==> src/verilog/afe_settings.svh <==
////////////////////////////////////////
// widths, register map, reset values
// and identification word of the
// analog front-end datapath
////////////////////////////////////////

`ifndef AFE_SETTINGS_SVH
`define AFE_SETTINGS_SVH

// data path widths
`define SMP_W        14
`define GAIN_W       16
// gain fraction bits, 0x2000 is unity
`define CAL_SHIFT    13

// bus widths
`define BUS_AW       5
`define BUS_DW       32

// register map
`define REG_ID       5'h00
`define REG_CTL      5'h04
`define REG_ADC_CAL0 5'h08
`define REG_ADC_CAL1 5'h0C
`define REG_DAC_CAL0 5'h10
`define REG_DAC_CAL1 5'h14
`define REG_DEB_LEN  5'h18

// identification and reset values
`define ID_WORD      32'h4146_4501
`define GAIN_RST     16'h2000
`define DEB_W        20
// about 0.5 ms at 125 MHz
`define DEB_LEN_RST  20'd62500

`endif

==> src/verilog/afe_pkg.sv <==
////////////////////////////////////////
// front-end types
//   sample, gain and offset
//   calibration and control words
//   bus write word union
////////////////////////////////////////

package afe_pkg;

`include "afe_settings.svh"

  // signed sample as seen inside the datapath
  typedef logic signed [`SMP_W-1:0] smp_t;

  // gain, fixed point with CAL_SHIFT fraction bits
  typedef logic signed [`GAIN_W-1:0] gain_t;

  // offset added after scaling
  typedef logic signed [`SMP_W-1:0] ofs_t;

  // calibration register layout
  typedef struct packed {
    gain_t      gain;
    logic [1:0] rsv;
    ofs_t       ofs;
  } cal_word_t;

  // control register layout
  typedef struct packed {
    logic [29:0] rsv;
    logic        loop1;
    logic        loop0;
  } ctl_word_t;

  // bus write word, view picked by address
  typedef union packed {
    cal_word_t cal;
    ctl_word_t ctl;
  } cfg_word_u;

endpackage

==> src/verilog/cal_cfg_if.sv <==
////////////////////////////////////////
// per channel calibration and loopback
// settings, register side and channel
// side modports
////////////////////////////////////////

interface cal_cfg_if import afe_pkg::*; ();

  // ADC path calibration
  gain_t adc_gain;
  ofs_t  adc_ofs;
  // DAC path calibration
  gain_t dac_gain;
  ofs_t  dac_ofs;
  // digital loopback select
  logic  loop;

  // register bank owns all settings
  modport regs (
    output adc_gain, adc_ofs, dac_gain, dac_ofs, loop
  );

  // ADC and DAC channels only read
  modport chan (
    input adc_gain, adc_ofs, dac_gain, dac_ofs, loop
  );

endinterface

==> src/verilog/adc_channel.sv <==
////////////////////////////////////////
// one ADC channel
//   pin capture and format conversion
//   loopback select, calibration
////////////////////////////////////////

`include "afe_settings.svh"

module adc_channel import afe_pkg::*; (
  input  logic        adc_clk,
  input  logic        top_rst,
  // ADC pins, bits 1..0 reserved
  input  logic [15:0] adc_dat_i,
  // calibrated DAC sample for loopback
  input  smp_t        loop_smp_i,
  output smp_t        smp_o,
  cal_cfg_if.chan     cfg
);

  smp_t adc_raw;
  smp_t cal_in;

  ////////////////////////////////////////
  // capture
  ////////////////////////////////////////

  // converter delivers inverted offset binary
  // keep msb, flip the rest to get two's complement
  // pin bits 1..0 are reserved and dropped here
  always_ff @(posedge adc_clk or posedge top_rst) begin
    if (top_rst) begin
      adc_raw <= '0;
    end else begin
      adc_raw <= {adc_dat_i[15], ~adc_dat_i[14:2]};
    end
  end

  // digital loopback mux
  // DAC sample skips the capture register
  always_comb begin
    cal_in = cfg.loop ? loop_smp_i : adc_raw;
  end

  ////////////////////////////////////////
  // calibration
  ////////////////////////////////////////

  linear_calib linear_calib_inst (
    .adc_clk (adc_clk),
    .top_rst (top_rst),
    .smp_i   (cal_in),
    .gain_i  (cfg.adc_gain),
    .ofs_i   (cfg.adc_ofs),
    .smp_o   (smp_o)
  );

endmodule

==> src/verilog/afe_top.sv <==
////////////////////////////////////////
// analog front-end top level
//   register bank, debounce
//   two ADC and two DAC channels
//   DAC to ADC loopback routing
////////////////////////////////////////

`include "afe_settings.svh"

module afe_top import afe_pkg::*; (
  input  logic               adc_clk,
  input  logic               top_rst,
  // ADC pins
  input  logic [15:0]        adc_dat0_i,
  input  logic [15:0]        adc_dat1_i,
  // DAC samples
  input  smp_t               dac_smp0_i,
  input  smp_t               dac_smp1_i,
  // expansion input
  input  logic               exp_i,
  // register bus
  input  logic [`BUS_AW-1:0] bus_addr_i,
  input  logic [`BUS_DW-1:0] bus_wdata_i,
  input  logic               bus_wen_i,
  input  logic               bus_ren_i,
  // calibrated ADC samples
  output smp_t               adc_smp0_o,
  output smp_t               adc_smp1_o,
  // DAC pins
  output logic [`SMP_W-1:0]  dac_dat0_o,
  output logic [`SMP_W-1:0]  dac_dat1_o,
  output logic [`BUS_DW-1:0] bus_rdata_o,
  output logic               bus_ack_o,
  // debounced edges
  output logic               edge_p_o,
  output logic               edge_n_o
);

  logic [`DEB_W-1:0] deb_len;
  // DAC calibrated samples, looped back to ADC
  smp_t              dac_cal0;
  smp_t              dac_cal1;

  cal_cfg_if cfg0_if ();
  cal_cfg_if cfg1_if ();

  ////////////////////////////////////////
  // registers and debounce
  ////////////////////////////////////////

  sys_regs sys_regs_inst (
    .adc_clk     (adc_clk),
    .top_rst     (top_rst),
    .bus_addr_i  (bus_addr_i),
    .bus_wdata_i (bus_wdata_i),
    .bus_wen_i   (bus_wen_i),
    .bus_ren_i   (bus_ren_i),
    .bus_rdata_o (bus_rdata_o),
    .bus_ack_o   (bus_ack_o),
    .deb_len_o   (deb_len),
    .cfg0        (cfg0_if.regs),
    .cfg1        (cfg1_if.regs)
  );

  edge_debounce edge_debounce_inst (
    .adc_clk  (adc_clk),
    .top_rst  (top_rst),
    .d_i      (exp_i),
    .len_i    (deb_len),
    .edge_p_o (edge_p_o),
    .edge_n_o (edge_n_o)
  );

  ////////////////////////////////////////
  // channels
  ////////////////////////////////////////

  // channel 0
  dac_channel dac_channel0_inst (
    .adc_clk   (adc_clk),
    .top_rst   (top_rst),
    .smp_i     (dac_smp0_i),
    .cal_smp_o (dac_cal0),
    .dac_dat_o (dac_dat0_o),
    .cfg       (cfg0_if.chan)
  );

  adc_channel adc_channel0_inst (
    .adc_clk    (adc_clk),
    .top_rst    (top_rst),
    .adc_dat_i  (adc_dat0_i),
    .loop_smp_i (dac_cal0),
    .smp_o      (adc_smp0_o),
    .cfg        (cfg0_if.chan)
  );

  // channel 1
  dac_channel dac_channel1_inst (
    .adc_clk   (adc_clk),
    .top_rst   (top_rst),
    .smp_i     (dac_smp1_i),
    .cal_smp_o (dac_cal1),
    .dac_dat_o (dac_dat1_o),
    .cfg       (cfg1_if.chan)
  );

  adc_channel adc_channel1_inst (
    .adc_clk    (adc_clk),
    .top_rst    (top_rst),
    .adc_dat_i  (adc_dat1_i),
    .loop_smp_i (dac_cal1),
    .smp_o      (adc_smp1_o),
    .cfg        (cfg1_if.chan)
  );

endmodule

==> src/verilog/dac_channel.sv <==
////////////////////////////////////////
// one DAC channel
//   calibration of the outgoing sample
//   conversion to DAC pin format
////////////////////////////////////////

`include "afe_settings.svh"

module dac_channel import afe_pkg::*; (
  input  logic             adc_clk,
  input  logic             top_rst,
  input  smp_t             smp_i,
  // calibrated sample, also feeds loopback
  output smp_t             cal_smp_o,
  // DAC pin word
  output logic [`SMP_W-1:0] dac_dat_o,
  cal_cfg_if.chan          cfg
);

  smp_t cal_smp;

  ////////////////////////////////////////
  // calibration
  ////////////////////////////////////////

  linear_calib linear_calib_inst (
    .adc_clk (adc_clk),
    .top_rst (top_rst),
    .smp_i   (smp_i),
    .gain_i  (cfg.dac_gain),
    .ofs_i   (cfg.dac_ofs),
    .smp_o   (cal_smp)
  );

  // 2 cycles after smp_i
  assign cal_smp_o = cal_smp;

  ////////////////////////////////////////
  // output register
  ////////////////////////////////////////

  // two's complement back to inverted offset binary
  // sign stays, magnitude bits flipped
  always_ff @(posedge adc_clk or posedge top_rst) begin
    if (top_rst) begin
      dac_dat_o <= '0;
    end else begin
      dac_dat_o <= {cal_smp[`SMP_W-1], ~cal_smp[`SMP_W-2:0]};
    end
  end

endmodule

==> src/verilog/edge_debounce.sv <==
////////////////////////////////////////
// debounce of one input
//   two flop synchronizer
//   stability counter, edge pulses
////////////////////////////////////////

`include "afe_settings.svh"

module edge_debounce (
  input  logic              adc_clk,
  input  logic              top_rst,
  input  logic              d_i,
  // required stable cycles
  input  logic [`DEB_W-1:0] len_i,
  output logic              edge_p_o,
  output logic              edge_n_o
);

  // sync[1] is the synchronized input, sync[2] its previous value
  logic [2:0]        sync;
  logic [`DEB_W-1:0] cnt;
  // debounced level
  logic              lvl;
  logic              chg;
  logic              upd;

  assign chg = sync[2] ^ sync[1];
  // input settled and differs from debounced level
  assign upd = (cnt == '0) && !chg && (sync[1] != lvl);

  always_ff @(posedge adc_clk or posedge top_rst) begin
    if (top_rst) begin
      sync <= '0;
      cnt  <= '0;
      lvl  <= 1'b0;
    end else begin
      sync <= {sync[1:0], d_i};
      // restart on every change, else run down to zero
      if (chg) begin
        cnt <= len_i;
      end else if (cnt != '0) begin
        cnt <= cnt - 1'b1;
      end
      if (upd) begin
        lvl <= sync[1];
      end
    end
  end

  // one cycle each, lvl follows on the next edge
  assign edge_p_o = upd &  sync[1];
  assign edge_n_o = upd & ~sync[1];

endmodule

==> src/verilog/linear_calib.sv <==
////////////////////////////////////////
// linear calibration, two stages
//   stage 1: sample times gain
//   stage 2: shift, offset, saturate
////////////////////////////////////////

`include "afe_settings.svh"

module linear_calib import afe_pkg::*; (
  input  logic  adc_clk,
  input  logic  top_rst,
  input  smp_t  smp_i,
  input  gain_t gain_i,
  input  ofs_t  ofs_i,
  output smp_t  smp_o
);

  // full product width
  localparam int PRD_W = `SMP_W + `GAIN_W;
  // product after dropping fraction bits, plus one for the add
  localparam int SUM_W = PRD_W - `CAL_SHIFT + 1;

  // output limits
  localparam smp_t SMP_MAX = {1'b0, {(`SMP_W-1){1'b1}}};
  localparam smp_t SMP_MIN = {1'b1, {(`SMP_W-1){1'b0}}};

  logic signed [PRD_W-1:0] prd;
  logic signed [SUM_W-1:0] sum;

  ////////////////////////////////////////
  // stage 1
  ////////////////////////////////////////

  // full signed product, nothing lost yet
  always_ff @(posedge adc_clk or posedge top_rst) begin
    if (top_rst) begin
      prd <= '0;
    end else begin
      prd <= smp_i * gain_i;
    end
  end

  ////////////////////////////////////////
  // stage 2
  ////////////////////////////////////////

  // arithmetic shift by slicing, then offset
  // both operands sign extend to SUM_W
  always_comb begin
    sum = $signed(prd[PRD_W-1:`CAL_SHIFT]) + ofs_i;
  end

  // clamp to sample range
  always_ff @(posedge adc_clk or posedge top_rst) begin
    if (top_rst) begin
      smp_o <= '0;
    end else if (sum > $signed(SMP_MAX)) begin
      smp_o <= SMP_MAX;
    end else if (sum < $signed(SMP_MIN)) begin
      smp_o <= SMP_MIN;
    end else begin
      // in range, upper bits are pure sign
      smp_o <= sum[`SMP_W-1:0];
    end
  end

endmodule

==> src/verilog/sys_regs.sv <==
////////////////////////////////////////
// register bank on a strobe bus
//   write decode and config registers
//   one cycle ack, registered read-back
////////////////////////////////////////

`include "afe_settings.svh"

module sys_regs import afe_pkg::*; (
  input  logic               adc_clk,
  input  logic               top_rst,
  // strobe bus
  input  logic [`BUS_AW-1:0] bus_addr_i,
  input  logic [`BUS_DW-1:0] bus_wdata_i,
  input  logic               bus_wen_i,
  input  logic               bus_ren_i,
  output logic [`BUS_DW-1:0] bus_rdata_o,
  output logic               bus_ack_o,
  // debounce length
  output logic [`DEB_W-1:0]  deb_len_o,
  // channel settings
  cal_cfg_if.regs            cfg0,
  cal_cfg_if.regs            cfg1
);

  // write word seen as calibration or control view
  cfg_word_u            wword;
  logic [`BUS_DW-1:0]   rd_mux;

  assign wword = bus_wdata_i;

  ////////////////////////////////////////
  // write side
  ////////////////////////////////////////

  always_ff @(posedge adc_clk or posedge top_rst) begin
    if (top_rst) begin
      cfg0.loop     <= 1'b0;
      cfg1.loop     <= 1'b0;
      // unity gain, zero offset
      cfg0.adc_gain <= `GAIN_RST;
      cfg0.adc_ofs  <= '0;
      cfg1.adc_gain <= `GAIN_RST;
      cfg1.adc_ofs  <= '0;
      cfg0.dac_gain <= `GAIN_RST;
      cfg0.dac_ofs  <= '0;
      cfg1.dac_gain <= `GAIN_RST;
      cfg1.dac_ofs  <= '0;
      deb_len_o     <= `DEB_LEN_RST;
    end else if (bus_wen_i) begin
      case (bus_addr_i)
        // control view
        `REG_CTL: begin
          cfg0.loop <= wword.ctl.loop0;
          cfg1.loop <= wword.ctl.loop1;
        end
        // calibration view
        `REG_ADC_CAL0: begin
          cfg0.adc_gain <= wword.cal.gain;
          cfg0.adc_ofs  <= wword.cal.ofs;
        end
        `REG_ADC_CAL1: begin
          cfg1.adc_gain <= wword.cal.gain;
          cfg1.adc_ofs  <= wword.cal.ofs;
        end
        `REG_DAC_CAL0: begin
          cfg0.dac_gain <= wword.cal.gain;
          cfg0.dac_ofs  <= wword.cal.ofs;
        end
        `REG_DAC_CAL1: begin
          cfg1.dac_gain <= wword.cal.gain;
          cfg1.dac_ofs  <= wword.cal.ofs;
        end
        `REG_DEB_LEN: begin
          deb_len_o <= bus_wdata_i[`DEB_W-1:0];
        end
        // ID and unmapped addresses ignore writes
        default: begin
        end
      endcase
    end
  end

  ////////////////////////////////////////
  // read side
  ////////////////////////////////////////

  // reserved fields read as zero
  always_comb begin
    case (bus_addr_i)
      `REG_ID:       rd_mux = `ID_WORD;
      `REG_CTL:      rd_mux = {30'd0, cfg1.loop, cfg0.loop};
      `REG_ADC_CAL0: rd_mux = {cfg0.adc_gain, 2'b00, cfg0.adc_ofs};
      `REG_ADC_CAL1: rd_mux = {cfg1.adc_gain, 2'b00, cfg1.adc_ofs};
      `REG_DAC_CAL0: rd_mux = {cfg0.dac_gain, 2'b00, cfg0.dac_ofs};
      `REG_DAC_CAL1: rd_mux = {cfg1.dac_gain, 2'b00, cfg1.dac_ofs};
      `REG_DEB_LEN:  rd_mux = {{(`BUS_DW-`DEB_W){1'b0}}, deb_len_o};
      default:       rd_mux = '0;
    endcase
  end

  // ack for any strobe, data valid with ack
  always_ff @(posedge adc_clk or posedge top_rst) begin
    if (top_rst) begin
      bus_ack_o   <= 1'b0;
      bus_rdata_o <= '0;
    end else begin
      bus_ack_o   <= bus_wen_i | bus_ren_i;
      bus_rdata_o <= bus_ren_i ? rd_mux : '0;
    end
  end

endmodule
==> config.mk <==
export PLATFORM = sky130hd
export DESIGN_NAME = afe_top
export DESIGN_NICKNAME = d
export VERILOG_FILES = /design/src/verilog/afe_pkg.sv /design/src/verilog/cal_cfg_if.sv /design/src/verilog/adc_channel.sv /design/src/verilog/afe_top.sv /design/src/verilog/dac_channel.sv /design/src/verilog/edge_debounce.sv /design/src/verilog/linear_calib.sv /design/src/verilog/sys_regs.sv
export VERILOG_INCLUDE_DIRS = /design/src /design/src/verilog
export SDC_FILE = /design/constraint.sdc
export NUM_CORES = 2
export LEC_CHECK = 0
export ABC_AREA = 1
export BUFFER_PORTS_ARGS = -buffer_cell sky130_fd_sc_hd__buf_4
export CAP_MARGIN = 15
export CORE_ASPECT_RATIO = 0.8
export CORE_UTILIZATION = 40
export CTS_CLUSTER_SIZE = 8
export DETAILED_ROUTE_END_ITERATION = 16
export GPL_ROUTABILITY_DRIVEN = 0
export REMOVE_ABC_BUFFERS = 1
export SLEW_MARGIN = 20
export SYNTH_ARGS = -nofsm -noshare
export SYNTH_HDL_FRONTEND = slang
export SYNTH_SLANG_ARGS = --single-unit
==> constraint.sdc <==
create_clock -name adc_clk -period 12.9 [get_ports adc_clk]
set_input_delay 1.29 -clock adc_clk [delete_from_list [all_inputs] [get_ports adc_clk]]
set_output_delay 1.29 -clock adc_clk [all_outputs]
set_load 0.05 [all_outputs]
=== Yosys cells after proc, flatten, opt, wreduce, memory -nomap -nowiden ===
Cells that the tools add are included.

* Add/sub/neg operators: 5
* Multipliers: 4
* Order comparisons: 8
* Equal/unequal tests: 7
* Muxes and demuxes: 14
* Bitwise operators: 9
* Reduce and logical (&&, ||, !) cells: 13

{| class="wikitable"
|+ Operator list
! cell !! number
|-
| $pmux W32 S7 || 1
|-
| $mux W14 || 10
|-
| $mul A14 B16 Y30 || 4
|-
| $add A17 B14 Y18 || 4
|-
| $gt A18 B14 Y1 const B || 4
|-
| $lt A18 B14 Y1 const B || 4
|-
| $not A13 Y13 || 4
|-
| $mux W20 || 2
|-
| $mux W32 || 1
|-
| $logic_not A20 Y1 || 1
|-
| $reduce_bool A20 Y1 || 1
|-
| $sub A20 B1 Y20 const B || 1
|-
| $eq A5 B5 Y1 const B || 3
|-
| $reduce_and A2 Y1 || 6
|-
| $eq A5 B4 Y1 const B || 2
|-
| $eq A5 B3 Y1 const B || 1
|-
| $logic_not A5 Y1 || 1
|-
| $and A1 B1 Y1 || 2
|-
| $logic_and A1 B1 Y1 || 2
|-
| $reduce_bool A2 Y1 || 1
|-
| $logic_not A1 Y1 || 1
|-
| $ne A1 B1 Y1 || 1
|-
| $not A1 Y1 || 1
|-
| $or A1 B1 Y1 || 1
|-
| $xor A1 B1 Y1 || 1
|}

* Flip-flop bits (word level): 431
* Input port bits: 102
* Output and inout port bits: 91
* Word-level logic and storage cells: 88

=== Logic depth before layout (Yosys ltp) ===
* Word-level depth: 5
* Gate-level depth with buffers: 32
* Gate-level depth less buffers: 30

=== Hierarchy ===
A second synthesis with hierarchy kept.

* Cell total of the unflattened synthesis: 7,001
* Area total of the unflattened synthesis: 54,260.8 sq um

{| class="wikitable"
|+ By module, submodules not included
! module !! times used !! cells each !! area each (sq um)
|-
| linear_calib (adc_channel0_inst.linear_calib_inst) || 1 || 1,444 || 10,839.1
|-
| linear_calib (adc_channel1_inst.linear_calib_inst) || 1 || 1,432 || 10,811.6
|-
| linear_calib (dac_channel1_inst.linear_calib_inst) || 1 || 1,426 || 10,782.8
|-
| linear_calib (dac_channel0_inst.linear_calib_inst) || 1 || 1,414 || 10,742.8
|-
| sys_regs || 1 || 842 || 7,477.2
|-
| edge_debounce || 1 || 241 || 1,635.3
|-
| adc_channel || 2 || 73 || 583.1
|-
| dac_channel || 2 || 28 || 402.9
|}

=== Least setup slack after synthesis ===
No wires, ideal clock.

* Path type: input-to-reg
* Start point: in dac_smp0_i[2]
* End point: reg dac_channel0_inst.linear_calib_inst.prd[29]
* Data arrival time: 6.591 ns
* Slack: 6.191 ns
* Stages: 24
* Buffers on the path: 2
* Cell sequence: clkbuf_1 -> clkbuf_1 -> nand2_1 -> fa_1 -> inv_1 -> fa_1 -> inv_1 -> fa_1 -> inv_1 -> fa_1 -> fa_1 -> inv_1 -> fa_1 -> inv_1 -> ha_1 -> nand2_1 -> nor2_1 -> inv_1 -> nor4_1 -> nand2_1 -> o21ai_1 -> inv_1 -> nand2_1 -> nand2_1

* Longest elaborated chain between the ends: 1

{| class="wikitable"
|+ Ends and longest elaborated chain
! element !! RTL line !! text
|-
| start, declared || afe_top.sv:17 || <nowiki>input smp_t dac_smp0_i,</nowiki>
|-
| $mul A14 B16 Y30 || linear_calib.sv:39 || <nowiki>prd <= smp_i * gain_i;</nowiki>
|-
| end signal, assigned || linear_calib.sv:39 ||
|-
| end, declared || linear_calib.sv:27 || <nowiki>logic signed [PRD_W-1:0] prd;</nowiki>
|}

Every way passes these cells.
A chain may end at the register's enable or synchronous reset.

=== Worst setup path after layout ===
* Start point: reg sys_regs_inst.cfg1.loop
* End point: reg adc_channel1_inst.linear_calib_inst.prd[29]

* Longest elaborated chain between the ends: 2

{| class="wikitable"
|+ Ends and longest elaborated chain
! element !! RTL line !! text
|-
| start, declared || cal_cfg_if.sv:20 || <nowiki>output adc_gain, adc_ofs, dac_gain, dac_ofs, loop</nowiki>
|-
| $mux W14 || adc_channel.sv:41 || <nowiki>cal_in = cfg.loop ? loop_smp_i : adc_raw;</nowiki>
|-
| $mul A14 B16 Y30 || linear_calib.sv:39 ||
|-
| end signal, assigned || linear_calib.sv:39 ||
|-
| end, declared || linear_calib.sv:27 ||
|}

Every way passes these cells.

==> impl_metrics.json <==
{
  "outcome": "completed",
  "dp_hpwl_um": 128000,
  "overflow": 0,
  "cts_setup_buffers": 0,
  "cts_made_buffers": 56,
  "setup_viol": 0,
  "worstMarginPinSlew_ps": 1130,
  "drtPass1Iterations": 6,
  "min_to": "edge_debounce_inst.sync[1]",
  "setup-tns-final_ps": 0,
  "synth_area_leaders": "fa_1 (34%), dfrtp_1 (18%), nand2_1 (12%)",
  "hp-start": "edge_debounce_inst.sync[0]",
  "die_h_um": 325,
  "fp.dieW_um": 406,
  "fmax_mhz": 137,
  "yosys_register_bits": 379,
  "required_ps": 13460,
  "dieArea_um2": 132000,
  "arrival_ps": 7830,
  "cts_resized": 0,
  "fillCellCount": 13148,
  "ff2ff_setup_slack_ps": 5620,
  "ios": 193,
  "clkLatencyLatePin_ps": 680,
  "fin_ws_ps": 5620,
  "reg2reg_depth": 23,
  "routed_wl_um": 155000,
  "slew_headroom": 0.243,
  "place.port_buffers": 188,
  "num_rows": 118,
  "yosysSeqAreaShare": 0.182,
  "dr.first_iter.drc_count": 3135,
  "netlist_instances": 6542,
  "finalCritPeriodShare": 0.564,
  "drc": 0,
  "yosysWarnings": 0,
  "ant_nets": 0,
  "r2r-end": "adc_channel1_inst.linear_calib_inst.prd[29]",
  "synth_top_cell_by_area": "fa_1",
  "cts.sinks": 379,
  "grt_max_degree": 170,
  "synthesis.area_um2": 52300,
  "synthDistinctLibCells": 53,
  "routedWlPerCell_um": 18.4,
  "cts_max_level": 2,
  "grt_use_total": 0.242,
  "crit_type": "register to register",
  "finClkSkew_ps": 29.8,
  "grt_pass1_wl_um": 247000,
  "cts.clk_slew.worst_paths_ps": 60,
  "drive_above_1_share": 0.0591,
  "viasPerCell": 4.99,
  "r2r-start": "sys_regs_inst.cfg1.loop",
  "hold_buffers": 0,
  "grt_pass1_vias": 43347,
  "finalNonFillerCells": 8397,
  "hold_class": "register to register",
  "path_max_fanout": 29,
  "max-cap-violations": 0,
  "num-nets-final": 7940,
  "cp-start-kind": "register",
  "vias": 41904,
  "worstHoldPathCells": 0,
  "synth_top_area_frac": 0.335,
  "syn_to_final_growth_pct": 9.25,
  "antenna_found_initial": 8,
  "synth_area_per_cell_um2": 7.99,
  "fp.coreArea_um2": 130000,
  "endpoint_kind": "register",
  "finalHoldViolCount": 0,
  "dp_slack_ps": 5680,
  "drv_slew": 0,
  "dpl.cell_count": 8302,
  "cts_tree": "done",
  "cts_buffer_depth": 3,
  "cts-root-buf": "clkbuf_16",
  "final_common_cell": "nand2_1",
  "start_util": 0.403,
  "post-route-min-period_ps": 7280,
  "rsz0062_at_grt": "false",
  "final_cell_mix": "nand2_1 (1621), inv_1 (1603), fa_1 (876), nor2_1 (465), dfrtp_1 (368)"
}
## cell usage after synthesis (all sizes together)
cell type / instances
a211oi: 1
a21boi: 10
a21o: 30
a21oi: 195
a221oi: 17
a22o: 1
a311oi: 1
a31oi: 40
a41oi: 2
and3: 8
buf: 34
clkbuf: 182
clkinv: 11
dfrtp: 368
dfstp: 11
fa: 876
ha: 341
inv: 1613
mux2: 2
nand2: 1643
nand3: 123
nand3b: 5
nand4: 25
nor2: 477
nor3: 40
nor3b: 1
nor4: 11
o211ai: 6
o21a: 5
o21ai: 282
o21bai: 18
o221ai: 1
o22ai: 5
o311ai: 1
o31ai: 2
or2: 13
xnor2: 66
xor2: 75
## cell type report
type                            instances  area, µm²  area share
Inverter                             1624       6100       0.107
Clock inverter                          7        128     0.00223
Timing Repair Buffer                  237       1810      0.0317
Tap cell                             1740       2180      0.0381
Multi-Input combinational cell       4323      35900       0.628
Antenna cell                            3       7.51    0.000131
Sequential cell                       379       9500       0.166
Clock buffer                           84       1550      0.0271
## critical path, cell delays in order, from the launching register on
cell and delay, ps:
dfrtp_1 360, buf_4 230, o21ai_2 830, inv_1 290, nand2_1 170, fa_1 470
fa_1 810, inv_1 190, fa_1 500, fa_1 520, fa_1 510, inv_1 60
fa_1 490, inv_1 50, ha_1 330, a21oi_1 200, a21boi_0 360, o21ai_0 160
nand2_1 110, nand3_1 60, a21oi_1 250, inv_1 70, nand2_1 70, nand2_1 40
## sequential cells by signal, summed over array words and instances, names as in the netlist, 16 cells and up
| name | cells |
|---|---|
| dac_channel1_inst.linear_calib_inst.prd | 17 |
| sys_regs_inst.deb_len_o | 20 |
| dac_channel0_inst.linear_calib_inst.prd | 17 |
| edge_debounce_inst.cnt | 20 |
| sys_regs_inst.bus_rdata_o | 32 |
| sys_regs_inst.cfg1.adc_gain | 16 |
| sys_regs_inst.cfg1.dac_gain | 16 |
| sys_regs_inst.cfg0.adc_gain | 16 |
| adc_channel0_inst.linear_calib_inst.prd | 17 |
| adc_channel1_inst.linear_calib_inst.prd | 17 |
| sys_regs_inst.cfg0.dac_gain | 16 |
## how the worst max path moves through the flow
stage                             from                                     endpoint  slack (ps)  depth (start not counted)
6_report       sys_regs_inst.cfg1.loop  adc_channel1_inst.linear_calib_inst.prd[29]        5620                         23
5_1_grt        sys_regs_inst.cfg1.loop  adc_channel1_inst.linear_calib_inst.prd[29]        5230                         23
4_1_cts        sys_regs_inst.cfg1.loop  adc_channel1_inst.linear_calib_inst.prd[29]        5660                         23
3_5_place_dp   sys_regs_inst.cfg1.loop  adc_channel1_inst.linear_calib_inst.prd[29]        5680                         23
3_3_place_gp   sys_regs_inst.cfg1.loop  adc_channel1_inst.linear_calib_inst.prd[29]        5690                         23
2_1_floorplan                  top_rst                 adc_channel0_inst.adc_raw[0]        1100                          1
## stage by stage
step / utilization / hold slack (ps) / area [µm²]
6_report: 0.441 / 361 / 57100
5_1_grt: 0.441 / 367 / 57100
4_1_cts: 0.440 / 369 / 57100
3_5_place_dp: 0.427 / 356 / 55400
3_3_place_gp: 0.427 / 337 / 55400
2_1_floorplan: - / 331 / 51400
## kinds of logic (layout without fill, tap and decap cells)
| kind of cell | after synthesis | after routing | share of synthesized area |
|---|---|---|---|
| fa+ha+maj | 1217 | 1217 | 0.417 |
| flops | 379 | 379 | 0.182 |
| xor+xnor | 141 | 141 | 0.0236 |
| buf+inv | 1840 | 1952 | 0.134 |
| other cells | 0 | 3 | 0 |
| compound gates | 617 | 617 | 0.0654 |
| simple gates | 2346 | 2346 | 0.178 |
| mux | 2 | 2 | 0.000431 |
## metal layers
layer,part of all wire,global-route usage
met4,0.026,0.0621
met1,0.46,0.358
met2,0.43,0.365
met3,0.081,0.0403
met5,0.000058,0
Power is not shown: default switching activity piles up to over one toggle a cycle in this logic, so the estimate is an artifact.
